==> config.mk <==
export PLATFORM = sky130hd
export DESIGN_NAME = axis_pipeline_top
export DESIGN_NICKNAME = d
export VERILOG_FILES = /design/src/axis_pkg.sv /design/src/axis_if.sv /design/src/axis_register.sv /design/src/axis_pipeline.sv /design/src/axis_pipeline_top.sv
export SDC_FILE = /design/constraint.sdc
export NUM_CORES = 1
export LEC_CHECK = 0
export ABC_AREA = 1
export BUFFER_PORTS_ARGS = -buffer_cell sky130_fd_sc_hd__buf_2
export CORE_ASPECT_RATIO = 1.75
export CORE_MARGIN = 5
export CORE_UTILIZATION = 40
export CTS_BUF_LIST = sky130_fd_sc_hd__clkbuf_4 sky130_fd_sc_hd__clkbuf_8
export CTS_CLUSTER_SIZE = 24
export DETAILED_ROUTE_END_ITERATION = 7
export HOLD_SLACK_MARGIN = 0.12
export PLACE_DENSITY = 0.61
export SLEW_MARGIN = 20
export SYNTH_ARGS = -nofsm -noshare
export SYNTH_HDL_FRONTEND = slang
export SYNTH_SLANG_ARGS = --single-unit
==> constraint.sdc <==
create_clock -name clk -period 5.75 [get_ports clk]
set_input_delay 0.2875 -clock clk [delete_from_list [all_inputs] [get_ports clk]]
set_output_delay 0.2875 -clock clk [all_outputs]
set_load 0.01 [all_outputs]
==> src/axis_pkg.sv <==
package axis_pkg;

   // ---------------------------------------------------------
   // stream field widths
   // ---------------------------------------------------------

   localparam int DATA_WIDTH = 64;               // payload bits per beat
   localparam int KEEP_WIDTH = DATA_WIDTH / 8;   // one enable per byte
   localparam int USER_WIDTH = 10;               // vendor sideband

   // field types
   typedef logic [DATA_WIDTH-1:0] axis_data_t;
   typedef logic [KEEP_WIDTH-1:0] axis_keep_t;
   typedef logic [USER_WIDTH-1:0] axis_user_t;

   // ---------------------------------------------------------
   // register slice styles
   // ---------------------------------------------------------

   // full throughput, registered tready, two beats of storage
   localparam int MODE_SKID   = 0;

   // full throughput, tready comes through from downstream
   localparam int MODE_SIMPLE = 1;

   // half throughput, every output is a flop
   localparam int MODE_BUBBLE = 2;

   // no registers at all
   localparam int MODE_BYPASS = 3;

endpackage

==> src/axis_if.sv <==
interface axis_if import axis_pkg::*; (
   input logic clk,
   input logic reset
);

   logic       tvalid;   // beat present
   logic       tready;   // sink can take it
   axis_data_t tdata;
   axis_keep_t tkeep;    // byte enables
   logic       tlast;    // end of packet
   axis_user_t tuser;    // vendor sideband

   // upstream side of a link, owns the beat
   modport source (
      input  clk,
      input  reset,
      output tvalid,
      output tdata,
      output tkeep,
      output tlast,
      output tuser,
      input  tready
   );

   // downstream side, owns the ready
   modport sink (
      input  clk,
      input  reset,
      input  tvalid,
      input  tdata,
      input  tkeep,
      input  tlast,
      input  tuser,
      output tready
   );

endinterface

==> src/axis_register.sv <==
module axis_register import axis_pkg::*; #(
   parameter int MODE           = MODE_SKID,
   parameter bit TREADY_RST_VAL = 1'b0
) (
   input  logic   clk,
   input  logic   reset,
   axis_if.sink   s,
   axis_if.source m
);

   // all fields of one beat moved as a single word
   localparam int BEAT_WIDTH = DATA_WIDTH + KEEP_WIDTH + USER_WIDTH + 1;

   logic [BEAT_WIDTH-1:0] s_beat;
   logic [BEAT_WIDTH-1:0] m_beat;
   logic                  m_valid;
   logic                  s_ready;

   assign s_beat = {s.tdata, s.tkeep, s.tuser, s.tlast};

   // outputs, common to every style
   assign {m.tdata, m.tkeep, m.tuser, m.tlast} = m_beat;
   assign m.tvalid = m_valid;
   assign s.tready = s_ready;

   if (MODE == MODE_SKID) begin : g_skid
      // ---------------------------------------------------------
      // skid buffer
      // ---------------------------------------------------------
      logic                  skid_valid;
      logic [BEAT_WIDTH-1:0] skid_beat;
      logic                  skid_valid_next;
      logic                  accept;
      logic                  out_free;

      assign accept   = s.tvalid && s_ready;
      assign out_free = !m_valid || m.tready;   // output reg empty or draining

      // skid fills only when the output stalls
      always_comb begin
         skid_valid_next = skid_valid;
         if (out_free)
            skid_valid_next = 1'b0;   // skid moves into output reg
         else if (accept)
            skid_valid_next = 1'b1;
      end

      always_ff @(posedge clk) begin
         if (reset) begin
            m_valid    <= 1'b0;
            skid_valid <= 1'b0;
            s_ready    <= TREADY_RST_VAL;
         end else begin
            if (out_free)
               m_valid <= skid_valid || accept;
            skid_valid <= skid_valid_next;
            s_ready    <= !skid_valid_next;   // ready means skid empty
         end
      end

      always_ff @(posedge clk) begin
         if (out_free) begin
            if (skid_valid)
               m_beat <= skid_beat;   // oldest beat first
            else if (accept)
               m_beat <= s_beat;
         end else if (accept) begin
            skid_beat <= s_beat;      // park it, tready drops next cycle
         end
      end

   end else if (MODE == MODE_SIMPLE) begin : g_simple
      // ---------------------------------------------------------
      // simple buffer
      // ---------------------------------------------------------
      logic rdy_en;   // holds tready at its reset value while in reset

      always_ff @(posedge clk) begin
         if (reset)
            rdy_en <= TREADY_RST_VAL;
         else
            rdy_en <= 1'b1;
      end

      // same cycle as downstream
      assign s_ready = rdy_en && (m.tready || !m_valid);

      always_ff @(posedge clk) begin
         if (reset)
            m_valid <= 1'b0;
         else if (s_ready)
            m_valid <= s.tvalid;
      end

      always_ff @(posedge clk) begin
         if (s.tvalid && s_ready)
            m_beat <= s_beat;
      end

   end else if (MODE == MODE_BUBBLE) begin : g_bubble
      // ---------------------------------------------------------
      // bubble buffer
      // ---------------------------------------------------------
      logic accept;
      logic m_valid_next;

      assign accept = s.tvalid && s_ready;

      always_comb begin
         m_valid_next = m_valid;
         if (accept)
            m_valid_next = 1'b1;
         else if (m.tready)
            m_valid_next = 1'b0;
      end

      always_ff @(posedge clk) begin
         if (reset) begin
            m_valid <= 1'b0;
            s_ready <= TREADY_RST_VAL;
         end else begin
            m_valid <= m_valid_next;
            s_ready <= !m_valid_next;   // take a beat only into an empty reg
         end
      end

      always_ff @(posedge clk) begin
         if (accept)
            m_beat <= s_beat;
      end

   end else begin : g_bypass
      // any other code ends up here
      assign m_valid = s.tvalid;
      assign s_ready = m.tready;
      assign m_beat  = s_beat;
   end

endmodule

==> src/axis_pipeline.sv <==
module axis_pipeline import axis_pkg::*; #(
   parameter int MODE           = MODE_SKID,
   parameter bit TREADY_RST_VAL = 1'b0,
   parameter int PL_DEPTH       = 1
) (
   input logic    clk,
   input logic    reset,
   axis_if.sink   axis_s,
   axis_if.source axis_m
);

   // links between slices, element n feeds slice n
   axis_if axis_pl [PL_DEPTH:0] (
      .clk   (clk),
      .reset (reset)
   );

   // ---------------------------------------------------------
   // chain input
   // ---------------------------------------------------------

   assign axis_pl[0].tvalid = axis_s.tvalid;
   assign axis_pl[0].tdata  = axis_s.tdata;
   assign axis_pl[0].tkeep  = axis_s.tkeep;
   assign axis_pl[0].tlast  = axis_s.tlast;
   assign axis_pl[0].tuser  = axis_s.tuser;
   assign axis_s.tready     = axis_pl[0].tready;

   // ---------------------------------------------------------
   // chain output
   // ---------------------------------------------------------

   assign axis_m.tvalid = axis_pl[PL_DEPTH].tvalid;
   assign axis_m.tdata  = axis_pl[PL_DEPTH].tdata;
   assign axis_m.tkeep  = axis_pl[PL_DEPTH].tkeep;
   assign axis_m.tlast  = axis_pl[PL_DEPTH].tlast;
   assign axis_m.tuser  = axis_pl[PL_DEPTH].tuser;

   assign axis_pl[PL_DEPTH].tready = axis_m.tready;   // downstream ready

   // with depth zero both ends meet on element 0
   for (genvar n = 0; n < PL_DEPTH; n++) begin : g_stage
      axis_register #(
         .MODE           (MODE),
         .TREADY_RST_VAL (TREADY_RST_VAL)
      ) axis_reg_i (
         .clk   (clk),
         .reset (reset),
         .s     (axis_pl[n]),
         .m     (axis_pl[n+1])
      );
   end

endmodule

==> src/axis_pipeline_top.sv <==
module axis_pipeline_top import axis_pkg::*; #(
   parameter int MODE           = MODE_SKID,
   parameter bit TREADY_RST_VAL = 1'b0,
   parameter int PL_DEPTH       = 1
) (
   input  logic       clk,
   input  logic       reset,

   // upstream stream
   input  logic       s_tvalid,
   output logic       s_tready,
   input  axis_data_t s_tdata,
   input  axis_keep_t s_tkeep,
   input  logic       s_tlast,
   input  axis_user_t s_tuser,

   // downstream stream
   output logic       m_tvalid,
   input  logic       m_tready,
   output axis_data_t m_tdata,
   output axis_keep_t m_tkeep,
   output logic       m_tlast,
   output axis_user_t m_tuser
);

   axis_if axis_in (
      .clk   (clk),
      .reset (reset)
   );

   axis_if axis_out (
      .clk   (clk),
      .reset (reset)
   );

   // ---------------------------------------------------------
   // ports onto the interfaces
   // ---------------------------------------------------------

   assign axis_in.tvalid = s_tvalid;
   assign axis_in.tdata  = s_tdata;
   assign axis_in.tkeep  = s_tkeep;
   assign axis_in.tlast  = s_tlast;
   assign axis_in.tuser  = s_tuser;
   assign s_tready       = axis_in.tready;

   assign m_tvalid        = axis_out.tvalid;
   assign m_tdata         = axis_out.tdata;
   assign m_tkeep         = axis_out.tkeep;
   assign m_tlast         = axis_out.tlast;
   assign m_tuser         = axis_out.tuser;
   assign axis_out.tready = m_tready;

   // ---------------------------------------------------------
   // slice chain
   // ---------------------------------------------------------

   axis_pipeline #(
      .MODE           (MODE),
      .TREADY_RST_VAL (TREADY_RST_VAL),
      .PL_DEPTH       (PL_DEPTH)
   ) axis_pipeline_i (
      .clk    (clk),
      .reset  (reset),
      .axis_s (axis_in),
      .axis_m (axis_out)
   );

endmodule

==> metrics.md <==
| Metric | Value |
|---|---|
| RSZ-0062 raised after global routing | `no` |
| Setup Buffers After CTS | `0` |
| Top post-synthesis cells by count | `nand2_1 (253), edfxtp_1 (166), buf_2 (15)` |
| Largest net degree at the start of global routing | `85` |
| Post-DP Area | `slightly above 7000 sq um` |
| Global route overflow | `0` |
| Async set-reset flop share out of synthesis | `0%` |
| N_diodes | `0` |
| Share of cells above drive strength 1 | `between 20 and 30%` |
| Setup violators final | `0` |
| Number of buffers created by CTS | `17` |
| Initial Utilization | `around two fifths` |
| Total number of vias | `~4.1k` |
| Clock buffer depth | `2` |
| Fin crit share | `a little over two fifths` |
| Vias in the first global route | `~4.3k` |
| Hold_ws | `between 150 and 200 ps` |
| Flop-to-flop setup slack | `3270 ps` |
| Die Span X | `around 100 microns` |
| Dominant cell by count in the synthesized netlist | `nand2_1` |
| Remaining DRCs | `0` |
| Gr busiest metal | `met2` |
| Required @ worst endpoint | `~5800 ps` |
| Initial antenna violation count | `0` |
| Mean routed wirelength per cell | `between 10 and 15 microns` |
| Final core occ | `a little under three fifths` |
| Worst Path Arrival | `roughly 2500 ps` |
| Maximum vdd ir drop | `around 0.00015 V` |
| First-pass GRT wire length | `between 20,000 and 25,000 microns` |
| Global Route met2 Usage | `between 20 and 30%` |
| Synth Instances | `between 400 and 500` |
| FP Rows | `60` |
| Post-synth EDFFs | `166` |
| Post-DP HPWL | `8677 microns` |
| Hold Crit Depth | `3` |
| Synth area leader | `edfxtp_1` |
| Hold Path Class | `input port to flip-flop` |
| Netlist Area Pre-Place | `around 6100 sq um` |
| Final Critical Period | `between 2000 and 2500 ps` |
| Syn-to-layout area delta | `37.90%` |
| Yosys reg bits | `between 150 and 200` |
| Main synth FF type | `edfxtp_1` |
| Iter 0 DRT Violations | `about 240` |
| # nets final | `roughly 800` |
| Worst slew margin | `around 30%` |
| Hold Crit Start | `m_tready` |
| Share of the synthesized area in the top cell type | `around 80%` |
| ANT nets after route | `0` |
| Die area | `approximately 18,000 sq um` |
| GPL Wtd Cong | `slightly below 0.8` |
| Slew Viols, Final | `0` |
| Power per Cell Area | `290.1 nW/um^2` |
| Synth top area cells | `edfxtp_1 (81%), nand2_1 (15%), buf_2 (1.2%)` |
| Avg Vias per Cell | `between 4 and 5` |
| Worst Tran Pin Value | `1054 ps` |
| Detailed-router iteration count before antenna repair | `4` |
| Die Y | `between 150 and 200 microns` |
| Worst Clk Skew | `just over 10 ps` |
| Skew-Pair Late Insertion Delay | `approximately 440 ps` |
| Final hold violation count | `0` |
| TritonCTS clock tree | `done` |
| Synthesized area per cell | `around 14 sq um` |
| Worst Hold Endpoint | `axis_pipeline_i.g_stage[0].axis_reg_i.s.tready` |
| CTS H-tree depth | `4` |
| Status | `finished, final reports clean` |
| Fin worst setup slack | `~3300 ps` |
| Pleak | `about 3.5 nW` |
| F_max | `403.1 MHz` |
| Dpl ws | `3089 ps` |
| Final WL | `around 13,000 microns` |
| Synth unique cells | `10` |
| R2r endpoint | `axis_pipeline_i.g_stage[0].axis_reg_i.m_beat[31]` |
| Met1 capacity usage during global routing | `about 16%` |
| M3 GR Usage | `a little over 4%` |
| Element type at the critical path end | `flip-flop` |
| Crit Path Class | `flip-flop to flip-flop` |
| Yosys Warn Count | `0` |
| Core area | `about 15,000 sq um` |
| Total negative setup slack | `0 ps` |
| # IOs | `172` |
| Sequential-to-total area share from yosys stat | `82.34%` |
| Worst-path clk slew | `~90 ps` |
| Syn Nets | `between 500 and 600` |
| Clock Tree Root | `clkbuf_8` |
| Sink Count | `roughly 170` |
| Critical Path Start Type | `flip-flop` |
| Total GRT Usage | `between 10% and 20%` |
| Reg2Reg Depth | `5` |
| Worst Path Max Fanout | `84` |
| Design area | `about 8400 sq um` |
| PortBufs | `approximately 170` |
| Max cap viols | `0` |
==> cell families (layout without fill, tap and decap cells) <==
logic type,after synthesis,count (layout),synth area share [%]
simple gates,258,258,15.81
compound gates,1,1,0.08160
flops,169,169,82.34
buf+inv,22,296,1.776
==> cell usage in the layout, fill, tap and decap left out, drive strengths merged <==
cell and n:
clkinvlp 2, dfxtp 3, buf 175, inv 12
dlygate4sd3 85, bufinv 2, nor2 5, a21oi 1
edfxtp 166, clkbuf 17, nand2 253, clkinv 3
==> worst max-delay path: stages, from the launching register on <==
cell	delay [ps]
dfxtp_4	900
inv_2	70
nand2_1	150
nand2_1	90
clkinv_2	50
buf_4	770
==> flip-flops by register name, summed over array words and instances (netlist names) <==
signal	count
axis_pipeline_i.g_stage.axis_reg_i.s.tready	1
axis_pipeline_i.g_stage.axis_reg_i.g_skid.skid_valid	1
axis_pipeline_i.g_stage.axis_reg_i.m_beat	83
axis_pipeline_i.g_stage.axis_reg_i.m.tvalid	1
axis_pipeline_i.g_stage.axis_reg_i.g_skid.skid_beat	83
==> routing by layer <==
| metal | vias up | wire (microns) |
|---|---|---|
| met5 | - | 0 |
| met4 | 0 | 473 |
| met3 | 29 | 647 |
| met2 | 127 | 7236 |
| met1 | 1876 | 5069 |
| li1 | 2036 | - |
==> worst max-delay path by stage <==
stage / depth (start not counted) / slack [ps] / end
4_1_cts: 5 / 3110 / flip-flop
3_5_place_dp: 5 / 3090 / flip-flop
3_3_place_gp: 5 / 3190 / flip-flop
5_1_grt: 5 / 3050 / axis_pipeline_i.g_stage[0].axis_reg_i.m_beat[27]
2_1_floorplan: 4 / 1110 / flip-flop
6_report: 5 / 3270 / axis_pipeline_i.g_stage[0].axis_reg_i.m_beat[31]
==> metrics by stage <==
stage          std cells  total power, mW
6_report             910            2.451
5_1_grt              910            2.552
4_1_cts              909            2.482
3_5_place_dp         792            1.574
3_3_place_gp         792            1.570
2_1_floorplan        450            1.492
==> power breakdown <==
group	internal [mW]	leakage, nW	total, mW	switching [mW]
combinational	0.0908	1.78	0.181	0.0904
sequential	1.40	1.55	1.41	0.0112
clock	0.406	0.207	0.863	0.457
total	1.89	3.54	2.45	0.559
==> repair_timing <==
item                      in CTS  in global routing
gates resized for setup        0                  0
hold endpoints to repair     130                  0
hold buffers                  85                  0
==> area by class of cell <==
type,instances,area (sq um)
clock inverters,15,180.2
inverters,4,16.27
flip-flops and latches,169,5049
multi-input cells,259,980.9
fillers,1277,6790
repair buffers,260,1757
clock buffers,17,234.0
well taps,186,232.7
Note: power is estimated with default switching activity, not from simulation.
